`src/soc_bus_pkg.sv`:
```
`default_nettype none

package soc_bus_pkg;

    // Bus widths
    localparam int addr_w = 32;
    localparam int data_w = 32;
    localparam int strb_w = data_w / 8;
    localparam int resp_w = 2;

    // Unmatched addresses land in the SRAM
    localparam logic [addr_w-1:0] uart_thr_addr    = 32'ha000_03f8;
    localparam logic [addr_w-1:0] clint_mtime_addr = 32'ha000_0048;
    localparam logic [addr_w-1:0] clint_mask       = 32'hffff_fffc;

    localparam int sram_words = 1024;
    localparam int sram_idx_w = $clog2(sram_words);

    localparam logic [resp_w-1:0] resp_okay = 2'b00;

    typedef struct packed {
        logic [addr_w-1:0] araddr;
        logic              arvalid;
        logic              rready;
        logic [addr_w-1:0] awaddr;
        logic              awvalid;
        logic [data_w-1:0] wdata;
        logic [strb_w-1:0] wstrb;
        logic              wvalid;
        logic              bready;
    } axi_lite_req_t;

    typedef struct packed {
        logic              arready;
        logic [data_w-1:0] rdata;
        logic [resp_w-1:0] rresp;
        logic              rvalid;
        logic              awready;
        logic              wready;
        logic [resp_w-1:0] bresp;
        logic              bvalid;
    } axi_lite_resp_t;

    typedef enum logic [1:0] {
        sel_sram,
        sel_console,
        sel_clint
    } slave_sel_e;

    typedef enum logic [1:0] {
        arb_idle,
        arb_busy_m0,
        arb_busy_m1
    } arb_state_e;

endpackage

`default_nettype wire
```
`src/axi_lite_clint.sv`:
```
`timescale 1ns/1ps
`default_nettype none

module axi_lite_clint
    import soc_bus_pkg::*;
(
    input  wire logic          clk,
    input  wire logic          reset,
    input  wire axi_lite_req_t req,
    output axi_lite_resp_t     resp
);

    logic [data_w-1:0] mtime_q;
    logic [data_w-1:0] mtime_d;
    logic [data_w-1:0] rdata_q;
    logic              rvalid_q;
    logic              bvalid_q;
    logic              idle;
    logic              ar_hs;
    logic              wr_hs;

    assign idle  = !rvalid_q && !bvalid_q;
    assign ar_hs = idle && req.arvalid;
    assign wr_hs = idle && !req.arvalid && req.awvalid && req.wvalid;

    // Strobed load replaces the increment for one cycle
    always_comb begin
        if (wr_hs) begin
            mtime_d = mtime_q;
            for (int b = 0; b < strb_w; b++) begin
                if (req.wstrb[b]) begin
                    mtime_d[8*b +: 8] = req.wdata[8*b +: 8];
                end
            end
        end else begin
            mtime_d = mtime_q + 1;
        end
    end

    always_ff @(posedge clk) begin
        if (ar_hs) begin
            rdata_q <= mtime_q;
        end
    end

    always_ff @(posedge clk) begin
        if (reset) begin
            mtime_q  <= '0;
            rvalid_q <= 1'b0;
            bvalid_q <= 1'b0;
        end else begin
            mtime_q <= mtime_d;
            if (ar_hs) begin
                rvalid_q <= 1'b1;
            end else if (req.rready) begin
                rvalid_q <= 1'b0;
            end
            if (wr_hs) begin
                bvalid_q <= 1'b1;
            end else if (req.bready) begin
                bvalid_q <= 1'b0;
            end
        end
    end

    always_comb begin
        resp.arready = idle;
        resp.rdata   = rdata_q;
        resp.rresp   = resp_okay;
        resp.rvalid  = rvalid_q;
        resp.awready = wr_hs;
        resp.wready  = wr_hs;
        resp.bresp   = resp_okay;
        resp.bvalid  = bvalid_q;
    end

endmodule

`default_nettype wire

```
`config.mk`:
```
export PLATFORM = sky130hd
export DESIGN_NAME = axi_lite_clint
export DESIGN_NICKNAME = d
export VERILOG_FILES = /design/src/soc_bus_pkg.sv /design/src/axi_lite_clint.sv
export SDC_FILE = /design/constraint.sdc
export NUM_CORES = 1
export LEC_CHECK = 0
export BUFFER_PORTS_ARGS = -buffer_cell sky130_fd_sc_hd__buf_2
export CAP_MARGIN = 0
export CORE_MARGIN = 2
export CORE_UTILIZATION = 50
export DETAILED_ROUTE_END_ITERATION = 6
export PLACE_DENSITY = 0.85
export SLEW_MARGIN = 25
export SYNTH_ARGS = -nofsm -noshare
export SYNTH_HDL_FRONTEND = slang
export SYNTH_SLANG_ARGS = --single-unit
```
`constraint.sdc`:
```
create_clock -name clk -period 4.06 [get_ports clk]
set_input_delay 0.406 -clock clk [delete_from_list [all_inputs] [get_ports clk]]
set_output_delay 0.406 -clock clk [all_outputs]
set_load 0.02 [all_outputs]
```
==> metrics.txt <==
IO Count 148; full die area slightly below 0.007 mm2; Crit path max-delay family buffers and inverters; RSZ-0062 raised after global routing false; Most used DFF post-synth dfxtp_1; arrival time worst endpoint approximately 1.8 ns; initial antenna violation count 0; global-route wire length before repair about 11000 um; number of global-route vias before repair roughly 2400; Multi-input gate area between 0.001 and 0.0015 mm2; Required @ worst endpoint ~3.7 ns; clock share of power approximately a third; Min Clock Period, post-route between 2 and 2.5 ns; synth warn 0; Slew Limit Fails 0; final wirelength 7070 um; Core Area slightly below 0.006 mm2; post-synth cell types just over 50; sw frac roughly a quarter; Filler Cell Count a little over 500; Post-Syn Area ~0.0031 mm2; async set-reset flop share out of synthesis 0%; CTS Root Cell clkbuf_8; Setup CP Type reg -> out; GR Util met2 between 30 and 40%; commonest non-fill, non-tap cell in the layout buf_2; Remaining DRCs 0; met3 Use GR between 6 and 7%; worst slack, placed about 1.9 ns; status completed; crit end category primary output; GR Util met1 roughly 27%; # Post-CTS Setup Buffers 0; Initial Util between 50% and 60%; clk_lat worst skew approximately 0.34 ns; # hold bufs at CTS 0; final setup margin 1.83 ns; Overflow after GRT 0; layout cell share with drive strength beyond 1 between 20% and 30%; CP max stage delay around 0.56 ns; Sum Neg Setup Slack 0 ns; largest net degree at the start of global routing between 40 and 50; Wirelength per Cell approximately 15 um; Worst setup SP type flop; Logic pwr share about a tenth; Flop pwr share between 50% and 60%; worst setup path startpoint bvalid_q$_SDFFE_PP0P_; final antenna-violating net count 0; vias around 2800; register area about 0.0016 mm2; Setup Skew a little under 0.008 ns; Lkg Pwr around 1.3 nW; most frequent cells in the layout buf_2, dfxtp_1, edfxtp_1; number of cell rows 28; cell-internal power just over 1 mW; Avg Vias per Cell roughly 6.0; HP Class in -> reg; slew margin rel. 52.3%; Die Span X 82.7 um; Max VDD drop approximately 0.00021 V; highest-delay cell along the critical path inv_2; TritonCTS Buffers 9; switching pwr about 0.34 mW; GRT busiest layer met2; Worst Max-Slew Pin Slew a little over 0.7 ns; GRT Total Usage about 22%; Post-synth EDFFs 32; worst path bufs/invs 2; Mean Syn Cell Area roughly 10 um2; Pwr Density between 300 and 400 mW/mm2; Clk pin slew, worst setup/hold paths about 0.060 ns; Area growth, synth to finish 17.7%; Max-Cap Viols 0; H-tree depth 3; Final Hold Viols 0; crit-path cells nor2_1 > nand4b_1 > inv_2 > buf_2; post-synthesis register bit count 66; RePlAce Congestion between 0.8 and 0.9; Max Buffers Root-to-Sink 2; CTS tree built; Max Fclk around 450 MHz; R2R Path Start mtime_q[0]$_SDFFE_PP0P_; Final Cycle Share a little over half; Antenna diodes 0; critical path fanouts, max 45; endpoints failing setup 0; Syn Inst Count approximately 310; HP Start req[16]; port buffer count slightly below 80; dpl hpwl approximately 5000 um; Seq/Total Area, Yosys ~53%; 1st-iter DRT viols 329; Vert. Die Dim roughly 83 um; drt pass-1 iters 4; clk sink count between 60 and 70; Layout Nets between 400 and 500; CTS resizes 0
tightest hold or removal path: stages:
cell     delay [ns]
buf_2          0.09
nand2_1        0.05
a31oi_1        0.06
per-layer routing:
layer	vias up	wire [um]
li1	1312	-
met2	121	3460
met4	0	182
met1	1301	2940
met3	17	482
met5	-	0
worst paths after layout:
path	to	slack, ns	cells after the start
setup / recovery	resp[4]	1.83	4
hold / removal	mtime_q[10]$_SDFFE_PP0P_	0.33	3
setup reg to reg	mtime_q[28]$_SDFFE_PP0P_	1.85	6
hold reg to reg	rdata_q[26]$_DFFE_PP_	0.46	0
through the flow:
step                power, mW  utilization, %  cells  instance area (um2)  hold slack (ns)
floorplan               0.860               -    314                 3110            0.408
global placement        0.907            58.5    446                 3490            0.421
detailed placement      0.910            58.5    446                 3490            0.433
CTS                      1.37            61.2    462                 3650            0.326
global route             1.42            61.2    462                 3650            0.321
finish                   1.36            61.2    462                 3650            0.329
area by class of cell:
| type | instances | share of cell area (%) |
|---|---|---|
| timing repair buffer | 81 | 11.3 |
| sequential | 66 | 45.0 |
| inverter | 5 | 0.515 |
| tap | 75 | 2.57 |
| multi-input combinational | 219 | 36.2 |
| clock buffer | 15 | 4.29 |
| clock inverter | 1 | 0.137 |
power by group through the flow:
stage	combinational [mW]	sequential [mW]	clock [mW]
after detailed placement	0.142	0.768	0
after global routing	0.155	0.758	0.502
after global placement	0.140	0.767	0
after CTS	0.142	0.754	0.471
after floorplan	0.0668	0.793	0
final	0.142	0.754	0.463
cell usage after synthesis, drive strengths merged (6+ instances only):
cell,instances,area share [%]
nor2,21,2.6
nand3,25,4.2
or3,11,2.2
o211ai,10,2.4
buf,14,2.9
dfxtp,34,22
nand4,14,3.0
nand2,25,3.0
a31oi,17,3.4
edfxtp,32,31
clkbuf,10,1.2
nor3,8,1.3
nor2b,6,1.2
o21ai,10,1.6
a21oi,14,2.3
a211oi,11,2.7
sequential cells by signal, summed over array words and instances, names as in the netlist:
register,count
rdata_q,32
bvalid_q,1
mtime_q,32
rvalid_q,1
cells by family after synthesis:
logic type      count (synthesis)  share of synthesized area [%]
flops                          66                           53.0
fa+ha+maj                       1                          0.404
xor+xnor                        4                           1.13
compound gates                 75                           15.9
mux                             3                           1.05
simple gates                  132                           23.6
buf+inv                        29                           4.76
other cells                     1                          0.121
Power figures use the tool's default switching activity.
