==> src/soc_bus_pkg.sv <==
`default_nettype none

package soc_bus_pkg;

    // Bus widths
    localparam int addr_w = 32;
    localparam int data_w = 32;
    localparam int strb_w = data_w / 8;
    localparam int resp_w = 2;

    // Unmatched addresses land in the SRAM
    localparam logic [addr_w-1:0] uart_thr_addr    = 32'ha000_03f8;
    localparam logic [addr_w-1:0] clint_mtime_addr = 32'ha000_0048;
    localparam logic [addr_w-1:0] clint_mask       = 32'hffff_fffc;

    localparam int sram_words = 1024;
    localparam int sram_idx_w = $clog2(sram_words);

    localparam logic [resp_w-1:0] resp_okay = 2'b00;

    typedef struct packed {
        logic [addr_w-1:0] araddr;
        logic              arvalid;
        logic              rready;
        logic [addr_w-1:0] awaddr;
        logic              awvalid;
        logic [data_w-1:0] wdata;
        logic [strb_w-1:0] wstrb;
        logic              wvalid;
        logic              bready;
    } axi_lite_req_t;

    typedef struct packed {
        logic              arready;
        logic [data_w-1:0] rdata;
        logic [resp_w-1:0] rresp;
        logic              rvalid;
        logic              awready;
        logic              wready;
        logic [resp_w-1:0] bresp;
        logic              bvalid;
    } axi_lite_resp_t;

    typedef enum logic [1:0] {
        sel_sram,
        sel_console,
        sel_clint
    } slave_sel_e;

    typedef enum logic [1:0] {
        arb_idle,
        arb_busy_m0,
        arb_busy_m1
    } arb_state_e;

endpackage

`default_nettype wire
==> src/axi_lite_arbiter.sv <==
`timescale 1ns/1ps
`default_nettype none

module axi_lite_arbiter
    import soc_bus_pkg::*;
(
    input  wire logic           clk,
    input  wire logic           reset,
    input  wire axi_lite_req_t  m0_req,
    input  wire axi_lite_req_t  m1_req,
    output axi_lite_resp_t      m0_resp,
    output axi_lite_resp_t      m1_resp,
    output axi_lite_req_t       bus_req,
    input  wire axi_lite_resp_t bus_resp
);

    arb_state_e state_q;
    arb_state_e state_d;
    logic       last_m1_q;
    logic       m0_want;
    logic       m1_want;
    logic       done;

    assign m0_want = m0_req.arvalid | m0_req.awvalid;
    assign m1_want = m1_req.arvalid | m1_req.awvalid;

    // Transaction ends on the R or B handshake
    assign done = (bus_req.rready & bus_resp.rvalid) | (bus_req.bready & bus_resp.bvalid);

    always_comb begin
        state_d = state_q;
        case (state_q)
            arb_idle: begin
                // On a tie the master not served last wins
                if (m0_want && (!m1_want || last_m1_q)) begin
                    state_d = arb_busy_m0;
                end else if (m1_want) begin
                    state_d = arb_busy_m1;
                end
            end
            default: begin
                if (done) begin
                    state_d = arb_idle;
                end
            end
        endcase
    end

    always_ff @(posedge clk) begin
        if (reset) begin
            state_q   <= arb_idle;
            last_m1_q <= 1'b1;
        end else begin
            state_q <= state_d;
            if (state_q == arb_idle && state_d != arb_idle) begin
                last_m1_q <= (state_d == arb_busy_m1);
            end
        end
    end

    // Only the granted master is connected
    always_comb begin
        bus_req = '0;
        m0_resp = '0;
        m1_resp = '0;
        case (state_q)
            arb_busy_m0: begin
                bus_req = m0_req;
                m0_resp = bus_resp;
            end
            arb_busy_m1: begin
                bus_req = m1_req;
                m1_resp = bus_resp;
            end
            default: begin
                bus_req = '0;
            end
        endcase
    end

endmodule

`default_nettype wire

==> config.mk <==
export PLATFORM = sky130hd
export DESIGN_NAME = axi_lite_arbiter
export DESIGN_NICKNAME = d
export VERILOG_FILES = /design/src/soc_bus_pkg.sv /design/src/axi_lite_arbiter.sv
export SDC_FILE = /design/constraint.sdc
export NUM_CORES = 1
export LEC_CHECK = 0
export BUFFER_PORTS_ARGS = -buffer_cell sky130_fd_sc_hd__buf_4
export CAP_MARGIN = 20
export CORE_AREA = 2 2 172 174
export DETAILED_ROUTE_END_ITERATION = 16
export DIE_AREA = 0 0 174 176
export SYNTH_ARGS = -nofsm -noshare
export SYNTH_HDL_FRONTEND = slang
export SYNTH_SLANG_ARGS = --single-unit
==> constraint.sdc <==
create_clock -name clk -period 3.64 [get_ports clk]
set_input_delay 0 -clock clk [delete_from_list [all_inputs] [get_ports clk]]
set_output_delay 0 -clock clk [all_outputs]
set_load 0.01 [all_outputs]
==> run metrics <==
starting density of the core 8.60%; ANT cells 0; Placement Cell Area ~0.006 mm2; CP Launch Type flop; power share of the sequential group between 2 and 3%; Post-synth EDFFs 0; Fin Hold WS 0.182 ns; min-delay src m0_req[38]; GR Util All Layers 9.60%; Worst Hold End state_q[1]; Synth Register Bits 3; RSZ-0062 raised after global routing no; DRT Pass-1 Iters 4; worst vdd ir 0.000181 V; gpl congestion 0.773; Comb power frac 87.5%; Fin Clk Skew 0.00188 ns; syn nets 619; CP required 3.64 ns; die area 0.0306 mm2; post-CTS sizing 0; hold depth 3; maximum root-to-sink buffer count 2; initial antenna violation count 0; routed wire length approximately 16000 um; Pint 1.02 mW; reg2reg end state_q[0]; clock root cell clkbuf_16; Clk pwr share 9.6%; static leakage 2.91 nW; Crit path top cell by count buf_4; Rows 62; vias ~4.3k; DIE WIDTH 174 um; fin. max-slew vios 0; fraction of the cycle the final worst path needs 65.5%; Synth Area per Inst 6.77 um2; Setup Buffers After CTS 0; Worst-Skew Late Latency 0.22 ns; # setup viols final 0; share of layout cells above drive strength 1 59.1%; Routed WL per cell 14.2 um; Area Growth Syn to Fin 152%; H-tree levels 1; Place WS roughly 1.4 ns; CP endpoint kind output port; CP Class reg2out; Iter 0 DRT Violations between 150 and 200; Final HPWL DP about 14000 um; design area 0.00618 mm2; # DRC 0; Worst path max stage delay 0.86 ns; Hold Vio Cnt, Final 0; status complete, no violations; overflow left after global routing 0; R2R depth 5; Synth Instances 363; Rel. slew slack between 40% and 50%; max frequency 0.419 GHz; PnR worst setup slack 1.25 ns; Post-Synthesis Cell Area between 0.002 and 0.0025 mm2; minimum clock period 2.39 ns; # port buffers 439; clock-pin slew on the worst setup and hold paths roughly 0.030 ns; total CTS buffers 3; # clock sinks 3; max cap viols 0; slowest CP cell ha_2; Ports 440; Primary FF master, synth dfxtp_1; TritonCTS clock tree built; CP Cell Sequence inv_1 -> ha_2 -> buf_4 -> nor2b_1 -> buf_4; R2R Path Start state_q[1]; Arr. time, crit path 2.39 ns; CP max FO 47; Setup TNS Final 0 ns; antenna-violating nets left 0; Sw Share 44.1%; FFs w/ async S/R, synth 0%; FILL cells 3177; synth unique cells 25; worst hold path class in2reg; layout net count 1028; Pwr per Cell Area roughly 290 mW/mm2; Synthesis Warnings 0; global-route wire length before repair between 20000 and 25000 um; FF-to-FF setup slack 1.44 ns; Seq/Total Area, Yosys 2.45%; die height 176 um; number of global-route vias before repair 4151; via/cell ratio 3.74; largest net degree at the start of global routing 85; Net Sw Power 802 uW; Core ar. 0.0285 mm2; Worst Tran Pin Value 0.789 ns
[stage by stage]
stage | std cells | util [%] | power, mW
2_1_floorplan | 363 | - | 0.922
3_3_place_gp | 1150 | 21.3 | 1.65
3_5_place_dp | 1150 | 21.3 | 1.66
4_1_cts | 1155 | 21.6 | 1.84
5_1_grt | 1155 | 21.6 | 1.96
6_report | 1155 | 21.6 | 1.82
[per-layer routing]
layer  wire, um  vias up  global-route usage, %
met4         52        0                  0.665
met2       8670      255                   18.7
met5          0        -                      0
met1       6300     1962                   11.0
li1           -     2099                      -
met3       1400        4                   2.35
[worst max-delay path: cells and delay by family (launching register included)]
family	cells	cell delay (ns)
and+or+nand+nor	1	0.19
adders and majority gates	1	0.86
buffers and inverters	3	0.67
DFF	1	0.43
[layout make-up]
| class | instances | area [um2] | area share (%) |
|---|---|---|---|
| timing repair buffer | 447 | 3380 | 54.7 |
| multi-input combinational | 314 | 2170 | 35.0 |
| tap | 384 | 480 | 7.77 |
| clock buffer | 4 | 78.8 | 1.28 |
| sequential | 3 | 60.1 | 0.972 |
| inverter | 3 | 11.3 | 0.182 |
[registers in the layout, summed over array words and instances (netlist names)]
register	flops
last_m1_q	1
state_q	2
[worst max path at each step]
| stage | startpoint | to | slack, ns |
|---|---|---|---|
| after floorplan | state_q[0] | state_q[0] | 2.29 |
| after CTS | state_q[1] | bus_req[65] | 1.20 |
| final | state_q[1] | bus_req[49] | 1.25 |
| after detailed placement | state_q[1] | state_q[0] | 1.36 |
| after global routing | state_q[0] | bus_req[48] | 1.05 |
| after global placement | state_q[0] | state_q[0] | 1.34 |
[repair_timing]
| action | 4_1_cts | 5_1_grt |
|---|---|---|
| hold endpoints to repair | 1 | 0 |
| setup endpoints to repair | 0 | 0 |
| hold buffers | 1 | 0 |
[synthesized netlist by cell type, types with 3 or more instances]
library cell	n	area share, %
buf_4	11	3.4
clkbuf_1	7	1.1
a22oi_1	103	31
nor2_1	4	0.61
and2_1	82	21
nor2b_1	104	26
buf_2	23	4.7
ha_1	3	1.5
nand2_1	3	0.46
dfxtp_1	3	2.4
inv_1	3	0.46
[cell usage in the layout (no fill, tap or decap)]
master           n
o22a_1           1
a21o_1           1
o311ai_0         2
o21a_1           1
buf_12           2
nor2_1           4
clkbuf_1         1
and2b_1          1
and2_1          82
a22oi_1        103
ha_4             2
o221ai_1         1
a22oi_4          1
nand2_2          1
ha_2             1
nand2_1          3
dlygate4sd3_1    1
a311oi_1         1
a22oi_2          1
o22ai_2          1
dfxtp_1          3
inv_1            3
nor4_1           1
buf_4          444
o22ai_1          2
clkbuf_16        3
nor2b_1        104
[kinds of logic after synthesis]
group / after synthesis / synth area share, %
buffers and inverters: 46 / 10.5
adders and majority gates: 3 / 1.53
AOI/OAI and AO/OA: 115 / 36.3
DFF: 3 / 2.45
and+or+nand+nor: 196 / 49.3
[power groups by stage]
| stage | Clock [mW] | Combinational [mW] | Sequential (mW) |
|---|---|---|---|
| floorplan | 0 | 0.873 | 0.0483 |
| global placement | 0 | 1.60 | 0.0523 |
| detailed placement | 0 | 1.60 | 0.0526 |
| CTS | 0.177 | 1.61 | 0.0523 |
| global route | 0.181 | 1.72 | 0.0540 |
| finish | 0.175 | 1.59 | 0.0524 |
No activity file was read; power rests on OpenSTA's default activity.
