===== config.mk =====
export PLATFORM = sky130hd
export DESIGN_NAME = axi_lite_xbar
export DESIGN_NICKNAME = d
export VERILOG_FILES = /design/src/soc_bus_pkg.sv /design/src/axi_lite_xbar.sv
export SDC_FILE = /design/constraint.sdc
export NUM_CORES = 1
export LEC_CHECK = 0
export BUFFER_PORTS_ARGS = -buffer_cell sky130_fd_sc_hd__buf_4
export CAP_MARGIN = 20
export CORE_AREA = 3 3 227 229
export DETAILED_ROUTE_END_ITERATION = 16
export DIE_AREA = 0 0 230 232
export PLACE_DENSITY_LB_ADDON = 0.15
export REMOVE_ABC_BUFFERS = 1
export SYNTH_ARGS = -nofsm -noshare
export SYNTH_HDL_FRONTEND = slang
export SYNTH_SLANG_ARGS = --single-unit

===== constraint.sdc =====
create_clock -name clk -period 4.49 [get_ports clk]
set_input_delay 0.898 -clock clk [delete_from_list [all_inputs] [get_ports clk]]
set_output_delay 0.898 -clock clk [all_outputs]
set_load 0.03 [all_outputs]

===== src/soc_bus_pkg.sv =====
`default_nettype none

package soc_bus_pkg;

    // Bus widths
    localparam int addr_w = 32;
    localparam int data_w = 32;
    localparam int strb_w = data_w / 8;
    localparam int resp_w = 2;

    // Unmatched addresses land in the SRAM
    localparam logic [addr_w-1:0] uart_thr_addr    = 32'ha000_03f8;
    localparam logic [addr_w-1:0] clint_mtime_addr = 32'ha000_0048;
    localparam logic [addr_w-1:0] clint_mask       = 32'hffff_fffc;

    localparam int sram_words = 1024;
    localparam int sram_idx_w = $clog2(sram_words);

    localparam logic [resp_w-1:0] resp_okay = 2'b00;

    typedef struct packed {
        logic [addr_w-1:0] araddr;
        logic              arvalid;
        logic              rready;
        logic [addr_w-1:0] awaddr;
        logic              awvalid;
        logic [data_w-1:0] wdata;
        logic [strb_w-1:0] wstrb;
        logic              wvalid;
        logic              bready;
    } axi_lite_req_t;

    typedef struct packed {
        logic              arready;
        logic [data_w-1:0] rdata;
        logic [resp_w-1:0] rresp;
        logic              rvalid;
        logic              awready;
        logic              wready;
        logic [resp_w-1:0] bresp;
        logic              bvalid;
    } axi_lite_resp_t;

    typedef enum logic [1:0] {
        sel_sram,
        sel_console,
        sel_clint
    } slave_sel_e;

    typedef enum logic [1:0] {
        arb_idle,
        arb_busy_m0,
        arb_busy_m1
    } arb_state_e;

endpackage

`default_nettype wire

===== src/axi_lite_xbar.sv =====
`timescale 1ns/1ps
`default_nettype none

module axi_lite_xbar
    import soc_bus_pkg::*;
(
    input  wire logic           clk,
    input  wire logic           reset,
    input  wire axi_lite_req_t  bus_req,
    output axi_lite_resp_t      bus_resp,
    output axi_lite_req_t       sram_req,
    output axi_lite_req_t       console_req,
    output axi_lite_req_t       clint_req,
    input  wire axi_lite_resp_t sram_resp,
    input  wire axi_lite_resp_t console_resp,
    input  wire axi_lite_resp_t clint_resp
);

    slave_sel_e sel_q;
    slave_sel_e sel_now;
    slave_sel_e sel;
    logic       active_q;
    logic       offer;
    logic       done;

    function automatic slave_sel_e decode_addr(input logic [addr_w-1:0] addr);
        slave_sel_e target;
        if (addr == uart_thr_addr) begin
            target = sel_console;
        end else if ((addr & clint_mask) == clint_mtime_addr) begin
            target = sel_clint;
        end else begin
            target = sel_sram;
        end
        return target;
    endfunction

    // Read address takes precedence when both are offered
    assign sel_now = decode_addr(bus_req.arvalid ? bus_req.araddr : bus_req.awaddr);
    assign offer   = bus_req.arvalid | bus_req.awvalid;
    assign done    = (bus_req.rready & bus_resp.rvalid) | (bus_req.bready & bus_resp.bvalid);
    assign sel     = active_q ? sel_q : sel_now;

    // Selection is frozen from the first offer until the response handshake
    always_ff @(posedge clk) begin
        if (reset) begin
            active_q <= 1'b0;
            sel_q    <= sel_sram;
        end else if (done) begin
            active_q <= 1'b0;
        end else if (!active_q && offer) begin
            active_q <= 1'b1;
            sel_q    <= sel_now;
        end
    end

    always_comb begin
        sram_req    = '0;
        console_req = '0;
        clint_req   = '0;
        case (sel)
            sel_console: begin
                console_req = bus_req;
                bus_resp    = console_resp;
            end
            sel_clint: begin
                clint_req = bus_req;
                bus_resp  = clint_resp;
            end
            default: begin
                sram_req = bus_req;
                bus_resp = sram_resp;
            end
        endcase
    end

endmodule

`default_nettype wire


==> run metrics, run 1 <==
routed via count=5,974; # diodes=0; commonest non-fill, non-tap cell in the layout=buf_4; H-tree levels=1; Setup Crit Path Kind=in2out; yosys synthesis warning count=0; starting density of the core=0.06745; Final min period=4358 ps; Post-synth EDFFs=0; Wirelength per Cell=16.32 um; I/O Pins=586; CTS clock-pin slew for the worst setup and hold paths=30 ps; post-route ant nets=0; Max FO, Critical Path=24; Arr. time, crit path=3460 ps; CP Buf/Inv Count=4; num rows=82; DR vias/cell=3.282; TritonCTS Buffers=3; Final Cycle Share=0.9706; RSZ-0062 raised after global routing=true; largest net degree at the start of global routing=63; Synth async-reset ratio=0; Clock Path Buffers=2; peak supply drop=0.08158 mV; Root Buffer=clkbuf_16; die width=230 um; Die Area=53,360 um2; Crit-path slowest cell=o41a_1; Sink Count=3; detailed-route DRC error count=0; Critical Path Most Common Cell=buf_4; initial antenna violation count=3; worst hold path class=reg2reg; Post-Syn Area per Cell=6.071 um2; final setup TNS=0 ps; most frequent cells in the layout=626 x buf_4, 317 x and2_1, 48 x nand2_1; critical path launch point type=primary input; CP Data Required Time=3590 ps; Post-Route WL=29,700 um; final setup fails=0; share of post-route cells with drive strength above 1=0.5801; Pre-Repair DR Iteration Count=4; register area share after synthesis=0.01786; DP HPWL=24,660 um; status=complete, no violations; ordered cell list for the critical path=buf_4 -> nor4_1 -> buf_4 -> nand4_1 -> o22a_2 -> o41a_1 -> ha_4 -> buf_16 -> a22oi_1 -> o21ai_0 -> buf_4; Worst path top cell family by delay=compound AO/OA/AOI/OAI gates; final hold vios=0; Starting DRT DRC Count=149; Slew Viols, Final=0; routability congestion estimate from global placement=0.8287; Clock Latency Late Sink=220 ps; synthesized netlist cell count=554; area grow syn2layout=175.3%; ys flop type=dfxtp_1; Remaining Overflow, GRT=0; power per cell area=76.36 nW/um2; Placed Cells=1,810; Slew headroom=0.7576; vias in the first global route=5,660; post-route clock skew=1.147 ps; Cell variety after synth=42; pin slew with the least headroom to its limit=358.5 ps; MaxCap Viol Count=0; Global Route Usage Sum=0.09507; Layout Nets=1,381; CTS tree=yes; Setup crit end kind=output pin; core area=49,860 um2; Highest Clock Rate=229.5 MHz; post-synth design cell area=3363 um2; Leak=4.642 nW; first-pass GRT wire length=39,020 um; IO buf count=585; final core utilization=0.1857; Die Ht=232 um; Post-Layout Cell Count=1,820; max incr delay on CP=460 ps; Seq cells post-synth=3
## worst register-to-register path, delay by kind of cell (launching register included)
family | cells | cell delay, ps
AOI/OAI and AO/OA | 3 | 1060
adders and majority gates | 1 | 230
buffers and inverters | 2 | 280
DFF | 1 | 390
and+or+nand+nor | 2 | 280
## per-stage QoR
stage	hold WS, ps	total power, W	cell area, um2	worst slack (ps)
after floorplan	449.8	0.0002388	3158	-1651
after global placement	485.0	0.0005717	8976	-125.9
after detailed placement	479.3	0.0005688	8976	-151.1
after CTS	483.6	0.0007161	9067	79.64
after global routing	493.2	0.0007475	9258	-3.668
final	479.7	0.0007070	9258	131.9
## final timing paths
check                                 start  slack (ps)      endpoint  cells after the start
worst max-delay path            bus_req[95]         130  bus_resp[27]                     11
worst min-delay path               sel_q[0]         480      sel_q[0]                      2
worst max register to register     active_q        2140      sel_q[0]                      8
worst min register to register     sel_q[0]         480      sel_q[0]                      2
## timing repair
| item | CTS | global route |
|---|---|---|
| setup buffers | 0 | 3 |
| resized for setup | 4 | 11 |
| hold buffers | 0 | 0 |
| endpoints found under the setup margin | 44 | 35 |
| cloned | 0 | 3 |
## flip-flops by register name (all words and copies together), names as in the netlist
signal and cells:
active_q 1, sel_q 2
## routing by layer
metal	vias to the layer above	global-route usage	wire length [um]
met2	290	0.1969	16510
li1	3007	-	-
met4	0	0.003702	98
met1	2669	0.1045	11220
met3	8	0.01607	1871
met5	-	0	0
## cell families after synthesis
group / after synthesis / synth area share
compound gates: 92 / 0.1875
fa+ha+maj: 2 / 0.007439
buf+inv: 55 / 0.06212
flops: 3 / 0.01786
mux: 1 / 0.003348
simple gates: 401 / 0.7217
## synth_stat cells (2+ instances only)
| cell | instances | area (um2) |
|---|---|---|
| clkbuf_1 | 51 | 191.4 |
| nand4_1 | 4 | 25.02 |
| nor4_1 | 4 | 25.02 |
| nor4b_1 | 5 | 43.79 |
| dfxtp_1 | 3 | 60.06 |
| nand4b_1 | 3 | 26.28 |
| nor2_1 | 4 | 15.01 |
| o21ai_0 | 29 | 145.1 |
| nand2_1 | 48 | 180.2 |
| nor3_1 | 2 | 10.01 |
| a221o_1 | 2 | 20.02 |
| nand3_1 | 3 | 15.01 |
| nand2b_1 | 2 | 12.51 |
| o21ai_1 | 10 | 50.05 |
| a22oi_1 | 40 | 300.3 |
| and2_1 | 317 | 1983 |
| ha_1 | 2 | 25.02 |
## where the power goes
part / internal [W] / switching (W) / leakage (nW)
clock: 0.000117 / 0.0000246 / 0.0382
combinational: 0.000257 / 0.000279 / 4.58
sequential: 0.0000275 / 0.00000167 / 0.0244
total: 0.000402 / 0.000305 / 4.64
## layout make-up
cell class | count | area [um2]
repair buffers | 644 | 5097
inverters | 1 | 3.754
well taps | 672 | 840.8
multi-input cells | 496 | 3177
flip-flops and latches | 3 | 60.06
clock buffers | 4 | 78.83
fillers | 5746 | 40610
No activity file was read; power rests on OpenSTA's default activity.
==> run 2, diff against run 1 <==
--- a/config.mk
+++ b/config.mk
@@ -5,11 +5,12 @@
 export SDC_FILE = /design/constraint.sdc
 export NUM_CORES = 1
 export LEC_CHECK = 0
-export BUFFER_PORTS_ARGS = -buffer_cell sky130_fd_sc_hd__buf_4
+export ABC_AREA = 1
+export BUFFER_PORTS_ARGS = -buffer_cell sky130_fd_sc_hd__buf_2
 export CAP_MARGIN = 20
-export CORE_AREA = 3 3 227 229
+export CORE_AREA = 3 3 226 228
 export DETAILED_ROUTE_END_ITERATION = 16
-export DIE_AREA = 0 0 230 232
+export DIE_AREA = 0 0 229 231
 export PLACE_DENSITY_LB_ADDON = 0.15
 export REMOVE_ABC_BUFFERS = 1
 export SYNTH_ARGS = -nofsm -noshare
==> run 2 against run 1 <==
Net effect: clock skew about the same; sequential power is 35% higher; largest cell class unchanged; combinational power increased to 6.3 times the previous value; routed wire length up 6.7%; first-iteration DRC count is 74% higher; worst setup slack better by 130 ps; total power increased to 5.0 times the previous value; synthesized cell count is 94% higher; critical path depth grew 4; fmax rose by 3.1%; core utilization is 1.6 points lower.
==> run metrics, run 2 <==
status=complete, no violations; share of post-route cells with drive strength above 1=0.3828 (-0.1974); yosys synthesis warning count=0 (unchanged); placed cell area=8207 um2 (-8.6%); H-tree levels=1 (unchanged); CTS tree=yes; final hold vios=0 (unchanged); starting density of the core=0.08752 (+0.02007); final setup TNS=0 ps (unchanged); Post-Layout Cell Count=2,308 (+27%); worst hold path class=reg2reg; detailed-route DRC error count=0 (unchanged); Remaining Overflow, GRT=0 (unchanged); post-synth design cell area=4293 um2 (+28%); hold buffers post-CTS=0 (unchanged); routability congestion estimate from global placement=0.8448 (+1.9%); top flop regs=sel_q (2), active_q (1); peak supply drop=0.2475 mV (+200%); Post-Syn Area per Cell=4.001 um2 (-34%); pin slew with the least headroom to its limit=478.3 ps (+119.8 ps); Root Buffer=clkbuf_16; Seq cells post-synth=3 (unchanged); CTS clock-pin slew for the worst setup and hold paths=30 ps (about the same); Leak=7.002 nW (+51%); ys flop type=dfxtp_1; final worst setup slack=261.0 ps (+129.1 ps); Global Route Usage Sum=0.1107 (+0.01563); Post-Route WL=31,690 um (+6.7%); Setup Crit Path Kind=in2out; Synth area leader=nand2_1; post-route ant nets=0 (unchanged); die width=229 um (-0.43%); CP Data Required Time=3590 ps (about the same); area grow syn2layout=93.35%; Die Ht=231 um (-0.43%); # Post-CTS Setup Buffers=0 (unchanged); vias in the first global route=7,527 (+33%); Max FO, Critical Path=27 (+13%); Clock Latency Late Sink=230 ps (about the same); critical path launch point type=primary input; routed via count=7,882 (+32%); Die Area=52,900 um2 (-0.86%); Pre-Repair DR Iteration Count=5 (+1); Slew Viols, Final=0 (unchanged); Sink Count=3 (unchanged); Placed Cells=2,298 (+27%); largest net degree at the start of global routing=85 (+35%); register area share after synthesis=0.01399 (-0.003867); post-route clock skew=0.8634 ps (-0.2837 ps); initial antenna violation count=8 (+5); DP HPWL=27,590 um (+12%); Final min period=4229 ps (-129.1 ps); Synth async-reset ratio=0 (unchanged); I/O Pins=586 (unchanged); Starting DRT DRC Count=260 (+74%); max reg flops=2 (unchanged); Setup crit end kind=output pin; Cell variety after synth=19 (-55%); first-pass GRT wire length=46,180 um (+18%); MaxCap Viol Count=0 (unchanged); fin area=8300 um2 (-10%); Pwr Total=0.003563 W (+400%); commonest non-fill, non-tap cell in the layout=buf_2; top post-synthesis cells by area=nand2_1 39%, inv_1 31%, a21oi_1 9.6%; Layout Nets=1,871 (+35%); TritonCTS Buffers=3 (unchanged); Clock Path Buffers=2 (unchanged); power per cell area=429.3 nW/um2 (+460%); post_cts resized=0 (-4); Arr. time, crit path=3330 ps (-130 ps); top cell type's share of synthesized area=0.3865 (-0.2032); Post-Place Worst Slack=143.2 ps (+294.3 ps); DR vias/cell=3.415 (+4.0%); synthesized netlist cell count=1,073 (+94%); Slew headroom=0.6811 (-0.07651); num rows=81 (-1.2%); Post-synth EDFFs=0 (unchanged); Final Cycle Share=0.9419 (-0.02875); Highest Clock Rate=236.5 MHz (+3.1%); Post-synth top cells=442 x nand2_1, 356 x inv_1, 92 x nor2_1, 82 x a21oi_1, 29 x clkbuf_1; Wirelength per Cell=13.73 um (-16%); Biggest register=sel_q; most frequent cells in the layout=584 x buf_2, 442 x nand2_1, 356 x inv_1; fillers=6,017 (+4.7%); IO buf count=585 (unchanged); core area=49,050 um2 (-1.6%); final setup fails=0 (unchanged); RSZ-0062 raised after global routing=false; most common cell in the netlist=nand2_1
run 2: critical path, stage by stage:
cell     delay (ps)
buf_2           120
buf_4           190
nor2_1          200
inv_1            80
nor2_1          120
nand3_1          80
nand2_1         170
nand2_1         140
a21oi_1         250
ha_4            260
inv_2            90
buf_12          180
nor2_1           60
a21oi_1         220
buf_2           260
run 2: path summary, 6_finish.rpt:
kind	slack [ps]	from	cells after the start	end
max	260	bus_req[72]	15	bus_resp[35]
min	520	sel_q[1]	4	sel_q[1]
max reg2reg	2350	active_q	12	sel_q[1]
min reg2reg	520	sel_q[1]	4	sel_q[1]
run 2: kinds of logic after synthesis:
kind of cell	synth area share
flops	0.01399
buf+inv	0.3702
compound gates	0.1003
fa+ha+maj	0.005828
simple gates	0.5098
run 2: cell type report:
type                       count  area (um2)  share of cell area
timing repair buffer         618        3303              0.3980
clock buffer                   4       78.83            0.009497
multi-input combinational    655        2669              0.3215
sequential                     3       60.06            0.007235
inverter                     358        1344              0.1619
tap                          664       830.8              0.1001
antenna                        6       15.01            0.001809
run 2: per-layer routing:
| metal | wire, um | GRT usage |
|---|---|---|
| met1 | 12400 | 0.1253 |
| met2 | 16490 | 0.2171 |
| met3 | 2348 | 0.02159 |
| met4 | 447 | 0.01569 |
| met5 | 0 | 0 |
run 2: power by group:
| part | switching (W) | internal, W |
|---|---|---|
| Combinational | 0.00243 | 0.000948 |
| Sequential | 0.00000551 | 0.0000338 |
| Clock | 0.0000267 | 0.000117 |
| Total | 0.00246 | 0.00110 |
run 2: metrics by stage:
stage | utilization | hold slack (ps)
2_1_floorplan | - | 491.5
3_3_place_gp | 0.1673 | 513.5
3_5_place_dp | 0.1673 | 507.0
4_1_cts | 0.1689 | 515.7
5_1_grt | 0.1690 | 578.7
6_report | 0.1692 | 522.9
