==> src/soc_bus_pkg.sv <==
`default_nettype none

package soc_bus_pkg;

    // Bus widths
    localparam int addr_w = 32;
    localparam int data_w = 32;
    localparam int strb_w = data_w / 8;
    localparam int resp_w = 2;

    // Unmatched addresses land in the SRAM
    localparam logic [addr_w-1:0] uart_thr_addr    = 32'ha000_03f8;
    localparam logic [addr_w-1:0] clint_mtime_addr = 32'ha000_0048;
    localparam logic [addr_w-1:0] clint_mask       = 32'hffff_fffc;

    localparam int sram_words = 1024;
    localparam int sram_idx_w = $clog2(sram_words);

    localparam logic [resp_w-1:0] resp_okay = 2'b00;

    typedef struct packed {
        logic [addr_w-1:0] araddr;
        logic              arvalid;
        logic              rready;
        logic [addr_w-1:0] awaddr;
        logic              awvalid;
        logic [data_w-1:0] wdata;
        logic [strb_w-1:0] wstrb;
        logic              wvalid;
        logic              bready;
    } axi_lite_req_t;

    typedef struct packed {
        logic              arready;
        logic [data_w-1:0] rdata;
        logic [resp_w-1:0] rresp;
        logic              rvalid;
        logic              awready;
        logic              wready;
        logic [resp_w-1:0] bresp;
        logic              bvalid;
    } axi_lite_resp_t;

    typedef enum logic [1:0] {
        sel_sram,
        sel_console,
        sel_clint
    } slave_sel_e;

    typedef enum logic [1:0] {
        arb_idle,
        arb_busy_m0,
        arb_busy_m1
    } arb_state_e;

endpackage

`default_nettype wire
==> src/axi_lite_console.sv <==
`timescale 1ns/1ps
`default_nettype none

module axi_lite_console
    import soc_bus_pkg::*;
(
    input  wire logic          clk,
    input  wire logic          reset,
    input  wire axi_lite_req_t req,
    output axi_lite_resp_t     resp,
    output logic [7:0]         tx_data,
    output logic               tx_valid
);

    logic [7:0]        count_q;
    logic [data_w-1:0] rdata_q;
    logic              rvalid_q;
    logic              bvalid_q;
    logic              idle;
    logic              ar_hs;
    logic              wr_hs;

    assign idle  = !rvalid_q && !bvalid_q;
    assign ar_hs = idle && req.arvalid;
    assign wr_hs = idle && !req.arvalid && req.awvalid && req.wvalid;

    // Byte leaves in the write handshake cycle
    assign tx_data  = req.wdata[7:0];
    assign tx_valid = wr_hs;

    always_ff @(posedge clk) begin
        if (ar_hs) begin
            rdata_q <= {{(data_w-8){1'b0}}, count_q};
        end
    end

    always_ff @(posedge clk) begin
        if (reset) begin
            count_q  <= 8'd0;
            rvalid_q <= 1'b0;
            bvalid_q <= 1'b0;
        end else begin
            if (wr_hs) begin
                count_q  <= count_q + 8'd1;
                bvalid_q <= 1'b1;
            end else if (req.bready) begin
                bvalid_q <= 1'b0;
            end
            if (ar_hs) begin
                rvalid_q <= 1'b1;
            end else if (req.rready) begin
                rvalid_q <= 1'b0;
            end
        end
    end

    always_comb begin
        resp.arready = idle;
        resp.rdata   = rdata_q;
        resp.rresp   = resp_okay;
        resp.rvalid  = rvalid_q;
        resp.awready = wr_hs;
        resp.wready  = wr_hs;
        resp.bresp   = resp_okay;
        resp.bvalid  = bvalid_q;
    end

endmodule

`default_nettype wire

==> config.mk <==
export PLATFORM = sky130hd
export DESIGN_NAME = axi_lite_console
export DESIGN_NICKNAME = d
export VERILOG_FILES = /design/src/soc_bus_pkg.sv /design/src/axi_lite_console.sv
export SDC_FILE = /design/constraint.sdc
export NUM_CORES = 1
export LEC_CHECK = 0
export BUFFER_PORTS_ARGS = -buffer_cell sky130_fd_sc_hd__clkbuf_2
export CAP_MARGIN = 20
export CORE_MARGIN = 2
export CORE_UTILIZATION = 29
export CTS_BUF_LIST = sky130_fd_sc_hd__clkbuf_16
export CTS_CLUSTER_SIZE = 25
export DETAILED_ROUTE_END_ITERATION = 16
export GPL_TIMING_DRIVEN = 0
export PLACE_DENSITY = 0.8
export SLEW_MARGIN = 25
export SYNTH_ARGS = -nofsm -noshare
export SYNTH_HDL_FRONTEND = slang
export SYNTH_SLANG_ARGS = --single-unit
==> constraint.sdc <==
create_clock -name clk -period 1.9 [get_ports clk]
set_clock_uncertainty 0.2 [all_clocks]
set_input_delay 0.095 -clock clk [delete_from_list [all_inputs] [get_ports clk]]
set_output_delay 0.095 -clock clk [all_outputs]
set_load 0.005 [all_outputs]
==> results.toml, run 1 <==
[run_status]
outcome = "completed"

[placed_design]
port_buffers = 28
globalplace.congestion = 0.7768
post_dp_cell_area_sq_mm = 0.001365
place_hpwl_mm = 1.426
post-place-ws_ns = 0.2542

[global_route]
grt_max_degree = 11
met3_usage_pct = 1.215
use_met2_pct = 16.02
grt_antenna_before_repair = 0
grt_pass1_wl_mm = 2.939
use_met1_pct = 9.267
grt_busiest_layer = "met2"
first_global_vias = 739
globalRouteOverflowTotal = 0
grt.total_usage_pct = 8.934

[setup_path]
crit_type = "reg -> out"
end_kind = "primary output"
cp-endpoint = "resp[3]"
start_kind = "flip-flop"
arrival_ns = 1.40
crit_fanout = 10
cp_slowest_cell = "dfxtp_1"
critPathMaxStageDelay_ns = 0.34
r2r-end = "count_q[6]"
r2r_slack_ns = 0.24
r2r_cells = 4
r2r_start = "rvalid_q"
cp_cell_sequence = "nand4bb_1 > buf_2 > nor2_1 > buf_4 > clkbuf_2"
crit_required_ns = 1.60
path_buf_inv = 3
path_delay_family = "buffers and inverters"
crit_cells = 5
worstSetupStartpoint = "rvalid_q"

[routing]
routed_wl_mm = 1.796
drtPass1Iterations = 5
final_antenna_net_count = 0
post_drt_wl_per_cell_um = 8.315
drc_errors = 0
routed_via_density = 3.880
vias = 838
first_iter_violations = 51

[die]
io_pins = 157
die_h_um = 64.56
start_util_pct = 29.49
core_sq_mm = 0.003606
die_x_um = 64.56
die-area_sq_mm = 0.004168
num_rows = 22

[sta]
finalCriticalPeriod_ns = 1.700
fin_ws_ns = 0.2004
rsz0062_at_grt = "no"
finalHoldViolations = 0
report.final.slew_viol_count = 0
whs_ns = 0.02359
tns_ns = 0
fin_crit_sh_pct = 89.45
fmax_mhz = 588.4
setup_viol = 0

[flow_run]
maxCapViolations = 0

[power_and_ir_drop]
vdd_ir_drop_max_uv = 245.5
p_sw_uw = 202.5
clkPwrFrac_pct = 41.7
p_seq_share_pct = 43.0
total_power_uw = 990.8
pwr-share-comb_pct = 15.3
leakage_nw = 0.7265
p_per_area_mw_per_mm2 = 672.3
p_sw_share_pct = 20.43
p_int_uw = 788.4

[clock_tree]
clock_latency_ns = 0.25
cts-root-buf = "clkbuf_16"
numCtsBuffers = 3
path_clk_slew_ns = 0.05
htreeDepth = 1
cts_setup_buffers = 0
cts_tree = "yes"
clkSinkCount = 18
clk_path_buf_depth = 2

[finish]
layout-drive-gt1-share_pct = 45.24
multi_input_comb_area_sq_um = 396.6
finish.instance_area_sq_mm = 0.001474
final_nets = 277
fill_cells = 363
seq_area_sq_um = 440.4
num_antenna_cells = 0
syn_to_final_growth_pct = 38.59

[logic_synthesis]
synth_top_cell_by_area = "buf_4"
synth_top_cells_by_count = "buf_4, dfxtp_1, a21oi_1, edfxtp_1, nor2_1"
synth-edff-count = 8
synth_top_area_share_pct = 28.94
yosys_warnings = 0
syn_area_sq_mm = 0.001064
ys_async_sr_fraction_pct = 0
seq_area_frac_synth_pct = 41.41
synth_most_common_cell = "buf_4"
syn_avg_cell_area_sq_um = 10.03
ys_types = 26
synth_area_leaders = "buf_4, edfxtp_1, dfxtp_1"
synthFlopType = "dfxtp_1"
synthCells = 106
ys_ff_latch = 18

[min_path]
holdCritPathClass = "in -> reg"
## kinds of logic (layout without fill, tap and decap cells)
kind of cell | count (synthesis) | after routing | share of synthesized area [%]
flip-flops | 18 | 18 | 41.41
AND/OR/NAND/NOR | 23 | 23 | 16.35
multiplexers | 1 | 1 | 1.059
buffers and inverters | 46 | 81 | 30.82
adder cells (fa/ha/maj) | 1 | 1 | 1.176
other | 1 | 28 | 0.3526
AO/OA/AOI/OAI | 16 | 16 | 8.824
## sequential cells by signal, indices dropped and copies added, names as in the netlist
name      flops
rvalid_q      1
rdata_q       8
count_q       8
bvalid_q      1
## power groups by stage
stage          Combinational [mW]  Sequential, mW  Clock, mW
4_1_cts                     0.149           0.426      0.417
3_5_place_dp                0.144           0.434          0
6_report                    0.152           0.426      0.413
2_1_floorplan               0.104           0.434          0
5_1_grt                     0.168           0.427      0.436
3_3_place_gp                0.143           0.434          0
## worst min-delay path by stage
stage,start,endpoint,slack [ns],depth (start not counted)
after floorplan,req[6],tx_data[0],0.07,1
after detailed placement,req[8],tx_data[2],0.16,2
after CTS,req[72],count_q[2],0.02,3
final,req[72],count_q[2],0.02,3
after global placement,req[10],tx_data[4],0.16,2
after global routing,req[72],count_q[2],0.05,3
## placed cells by master (no fill, tap or decap), drive strengths merged
cell type    netlist  layout
nand4b             1       1
or3b               1       1
or4                4       4
nand2              2       2
conb               1      28
edfxtp             8       8
nor2b              2       2
nand4              1       1
or3                2       2
o31ai              4       4
dlygate4sd3        0       3
mux2               1       1
o21ai              3       3
ha                 1       1
nand3              1       1
inv                2       3
a21oi              8       8
dfxtp             10      10
and2               1       1
clkbuf             2      33
buf               42      42
a2bb2oi            1       1
nor2               5       5
nand4bb            2       2
nor4               1       1
## through the flow
stage               cells  util, %
finish                216    40.87
global route          216    40.87
CTS                   216    40.87
detailed placement    209    37.86
global placement      209    37.86
floorplan             133        -
## repair_timing
| item | in CTS | in global routing |
|---|---|---|
| hold buffers | 3 | 0 |
| gates resized for setup | 0 | 0 |
| endpoints found under the hold margin | 3 | 0 |
## tightest hold or removal path, stage by stage
cell,delay (ns)
clkbuf_2,0.14
or4_1,0.13
a21oi_1,0.06
## layout make-up
type,count,share of cell area [%]
flip-flops and latches,18,29.88
multi-input cells,69,26.91
plain buffers,44,21.73
repair buffers,31,11.55
clock buffers,3,5.093
well taps,48,4.075
inverters,2,0.5093
clock inverters,1,0.2547
## layer usage
metal	up-vias	routed length (um)
li1	423	-
met1	348	693
met2	62	827
met3	5	216
met4	0	60
met5	-	0
(Power assumes the default switching activity.)
==> run 2, diff against run 1 <==
--- a/config.mk
+++ b/config.mk
@@ -5,7 +5,7 @@
 export SDC_FILE = /design/constraint.sdc
 export NUM_CORES = 1
 export LEC_CHECK = 0
-export BUFFER_PORTS_ARGS = -buffer_cell sky130_fd_sc_hd__clkbuf_2
+export BUFFER_PORTS_ARGS = -buffer_cell sky130_fd_sc_hd__buf_2
 export CAP_MARGIN = 20
 export CORE_MARGIN = 2
 export CORE_UTILIZATION = 29
==> run 2 against run 1 <==
First-iteration DRC count shrank 35%. Highest routed layer unchanged. Maximum frequency decreased by 0.11%. Flip-flop and latch count unchanged. Worst hold slack worse by 0.020 ns. Wire length increased by 2.7%. Design area shrank 0.68%. Sequential share of layout area increased by 0.20 points. Combinational power is essentially flat.
==> results.toml, run 2 (synthesis gave the netlist of run 1 again) <==
[global_route]
grt.total_usage_pct = 9.265
met3_usage_pct = 1.563
grt_max_degree = 11
grt_pass1_wl_mm = 3.029
grt_antenna_before_repair = 0
first_global_vias = 748
use_met1_pct = 9.591
globalRouteOverflowTotal = 0
grt_busiest_layer = "met2"
use_met2_pct = 16.54

[routing]
first_iter_violations = 33
drc_errors = 0
final_antenna_net_count = 0
vias = 826
routed_via_density = 3.842
post_drt_wl_per_cell_um = 8.581
drtPass1Iterations = 4
routed_wl_mm = 1.845

[setup_path]
start_kind = "flip-flop"
crit_type = "reg -> out"
crit_required_ns = 1.60
end_kind = "primary output"
crit_fanout = 10
arrival_ns = 1.41
cp_cell_sequence = "nand4bb_1 > buf_2 > nor2_1 > buf_4 > buf_2"
critPathMostFrequentCell = "buf_2"
critPathMaxStageDelay_ns = 0.34
cp_slowest_cell = "dfxtp_1"

[clock_tree]
path_clk_slew_ns = 0.05
htreeDepth = 1
clk_path_buf_depth = 2
cts_tree = "yes"
ctsResizeCount = 0
numCtsBuffers = 3
cts_setup_buffers = 0
cts-root-buf = "clkbuf_16"
clock_latency_ns = 0.25
clkSinkCount = 18
ctsHoldBuffers = 2

[finish]
final_cell_mix = "buf_4, buf_2, conb_1"
final_nets = 276
seq_area_sq_um = 440.4
fill_cells = 360
final_common_cell = "buf_4"
multi_input_comb_area_sq_um = 396.6
layout-drive-gt1-share_pct = 45.51
top_regs = "count_q (8), rdata_q (8)"
num_antenna_cells = 0
syn_to_final_growth_pct = 37.65

[placed_design]
port_buffers = 28
post-place-ws_ns = 0.2172
place_hpwl_mm = 1.453
globalplace.congestion = 0.7743

[power_and_ir_drop]
total_power_uw = 985.9
p_sw_uw = 198.9
clkPwrFrac_pct = 41.7
leakage_nw = 0.7224
vdd_ir_drop_max_uv = 246.0
p_seq_share_pct = 43.2
pwr-share-comb_pct = 15.1
p_sw_share_pct = 20.17
p_int_uw = 787.0
p_per_area_mw_per_mm2 = 673.5

[min_path]
holdCritPathClass = "in -> reg"

[sta]
finalHoldViolations = 0
finalCriticalPeriod_ns = 1.702
fin_ws_ns = 0.1985
report.final.slew_viol_count = 0
rsz0062_at_grt = "no"
tns_ns = 0
setup_viol = 0
fin_crit_sh_pct = 89.55
fmax_mhz = 587.7

[run_status]
outcome = "completed"

[die]
start_util_pct = 29.49
die-area_sq_mm = 0.004168
die_x_um = 64.56
die_h_um = 64.56
io_pins = 157
core_sq_mm = 0.003606
num_rows = 22

[flow_run]
maxCapViolations = 0
[run 2: changes by cell type in the layout (fill, tap and decap cells not counted), sizes merged]
cell,delta
buf,+28
dlygate4sd3,-1
clkbuf,-28
[run 2: through the flow]
step | util (%) | hold WS, ns | instances | area [sq um]
2_1_floorplan | - | 0.07082 | 133 | 1165
3_3_place_gp | 37.86 | 0.1565 | 209 | 1365
3_5_place_dp | 37.86 | 0.1571 | 209 | 1365
4_1_cts | 40.60 | 0.002823 | 215 | 1464
5_1_grt | 40.60 | 0.03195 | 215 | 1464
6_report | 40.60 | 0.003534 | 215 | 1464
[run 2: area by class of cell]
class / instances / area share (%)
Inverter: 2 / 0.5128
Clock inverter: 1 / 0.2564
Clock buffer: 3 / 5.128
Buffer: 44 / 21.88
Sequential cell: 18 / 30.09
Multi-Input combinational cell: 69 / 27.09
Timing Repair Buffer: 30 / 10.94
Tap cell: 48 / 4.103
[run 2: critical path: cells and delay by family, from the launching register on]
| family | cells | cell delay [ns] |
|---|---|---|
| AND/OR/NAND/NOR | 2 | 0.39 |
| flip-flops | 1 | 0.34 |
| buffers and inverters | 3 | 0.43 |
[run 2: power groups by stage]
stage | Clock [mW] | Combinational [mW] | Sequential, mW
CTS | 0.415 | 0.147 | 0.426
global placement | 0 | 0.143 | 0.433
floorplan | 0 | 0.104 | 0.434
detailed placement | 0 | 0.144 | 0.434
global route | 0.436 | 0.166 | 0.427
finish | 0.411 | 0.149 | 0.426
[run 2: path summary, 6_finish.rpt]
kind                                 start         end  slack [ns]  depth (start not counted)
worst max register to register    rvalid_q  count_q[6]        0.22                          4
worst min register to register  count_q[7]  rdata_q[7]        0.26                          0
worst max-delay path              rvalid_q     resp[3]        0.20                          5
worst min-delay path                 reset  count_q[6]       0.004                          3
[run 2: metal layers]
layer | vias to the layer above | wire length, um
li1 | 418 | -
met1 | 345 | 710
met2 | 58 | 853
met3 | 5 | 223
met4 | 0 | 57
met5 | - | 0
==> run 3, diff against run 2 <==
--- a/config.mk
+++ b/config.mk
@@ -14,6 +14,7 @@
 export DETAILED_ROUTE_END_ITERATION = 16
 export GPL_TIMING_DRIVEN = 0
 export PLACE_DENSITY = 0.8
+export SETUP_SLACK_MARGIN = 0.3
 export SLEW_MARGIN = 25
 export SYNTH_ARGS = -nofsm -noshare
 export SYNTH_HDL_FRONTEND = slang
==> run 3 against run 2 <==
Setup slack improved by 0.097 ns. Non-clock buffer count up 2. Cell count increased by 0.93%. Register-to-register slack improved by 0.08 ns. Clock-buffer cell count did not move. Design area grew 5.9%. Power grew 1.8%. First-iteration DRC count up 24%. Sequential share of layout area is 1.2 points lower. Core utilization grew 2.4 points. Flip-flop and latch count did not move. Critical path type is now reg -> reg.
==> results.toml, run 3 (synthesis gave the netlist of run 1 again) <==
[finish]
fill_cells = 345
syn_to_final_growth_pct = 45.77
final_nets = 278
fin_util_pct = 42.99
top_regs = "count_q (8), rdata_q (8)"
final_cell_mix = "buf_4, conb_1, buf_2"
multi_input_comb_area_sq_um = 454.2
num_antenna_cells = 0
layout-drive-gt1-share_pct = 52.07
final_common_cell = "buf_4"
seq_area_sq_um = 447.9

[clock_tree]
path_clk_slew_ns = 0.05
htreeDepth = 1
numCtsBuffers = 3
cts_tree = "yes"
clock_latency_ns = 0.25
cts-root-buf = "clkbuf_16"
clk_path_buf_depth = 2
clkSinkCount = 18

[sta]
finalHoldViolations = 0
whs_ns = 0.02119
tns_ns = 0
setup_viol = 0
fmax_mhz = 623.2
rsz0062_at_grt = "yes"
fin_crit_sh_pct = 84.46
fin_ws_ns = 0.2953
report.final.slew_viol_count = 0
finalCriticalPeriod_ns = 1.605

[die]
die-area_sq_mm = 0.004168
die_h_um = 64.56
die_x_um = 64.56
start_util_pct = 29.49
core_sq_mm = 0.003606
io_pins = 157
num_rows = 22

[global_route]
globalRouteOverflowTotal = 0
grt_pass1_wl_mm = 3.118
grt_antenna_before_repair = 0
first_global_vias = 755
grt.total_usage_pct = 9.562
grt_max_degree = 11

[routing]
vias = 831
drtPass1Iterations = 4
post_drt_wl_per_cell_um = 8.935
final_antenna_net_count = 0
routed_via_density = 3.829
first_iter_violations = 41
drc_errors = 0
routed_wl_mm = 1.939

[placed_design]
port_buffers = 28
post-place-ws_ns = 0.2172
globalplace.congestion = 0.7743
place_hpwl_mm = 1.453

[min_path]
holdCritPathClass = "in -> reg"

[setup_path]
crit_type = "reg -> reg"
crit_required_ns = 1.87
start_kind = "flip-flop"
cp_slowest_cell = "dfxtp_2"
crit_fanout = 7
path_buf_inv = 2
critPathMaxStageDelay_ns = 0.34
arrival_ns = 1.58
cp_cell_sequence = "nand4bb_4 > buf_6 > buf_4 > or3b_1 > a21oi_1"
path_delay_family = "simple AND/OR/NAND/NOR gates"
r2r_slack_ns = 0.30
end_kind = "flip-flop"

[power_and_ir_drop]
leakage_nw = 0.7425
vdd_ir_drop_max_uv = 247.2
p_per_area_mw_per_mm2 = 647.3
total_power_mw = 1.003

[run_status]
outcome = "completed"

[flow_run]
maxCapViolations = 0
## run 3: layer usage
metal	track usage (%)	share of wire, %
met1	10.25	39
met5	0	0
met3	1.563	10
met2	16.80	50
met4	7.181	1.1
## run 3: metrics by stage
step / instance area, sq um / cells
finish: 1550 / 217
global route: 1550 / 217
CTS: 1530 / 216
detailed placement: 1365 / 209
global placement: 1365 / 209
floorplan: 1165 / 133
## run 3: final timing paths
path         startpoint    endpoint  depth (start not counted)
max            bvalid_q  count_q[1]                          5
min             req[72]  count_q[4]                          3
max reg2reg    bvalid_q  count_q[1]                          5
min reg2reg  count_q[7]  rdata_q[7]                          0
## run 3: tightest hold or removal path: cells and delay by family
kind	cells	cell delay (ns)
buffers and inverters	1	0.14
AOI/OAI and AO/OA	1	0.05
and+or+nand+nor	1	0.13
## run 3: area by class of cell
class | count | area share (%)
Multi-Input combinational cell | 69 | 29.30
Sequential cell | 18 | 28.89
Buffer | 44 | 21.07
Timing Repair Buffer | 32 | 11.30
Clock buffer | 3 | 4.843
Tap cell | 48 | 3.874
Inverter | 2 | 0.4843
Clock inverter | 1 | 0.2421
## run 3: power breakdown
| group | internal, mW | switching, mW | leakage [nW] |
|---|---|---|---|
| registers | 0.419 | 0.00760 | 0.163 |
| clock network | 0.279 | 0.134 | 0.0423 |
| logic | 0.0972 | 0.0663 | 0.537 |
| total | 0.796 | 0.208 | 0.742 |
## run 3: repair_timing
action / 4_1_cts / 5_1_grt
pin swaps: 2 / 1
setup endpoints to repair: 5 / 6
hold buffers: 2 / 0
endpoints found under the hold margin: 2 / 0
setup buffers: 1 / 1
gates resized for setup: 12 / 4
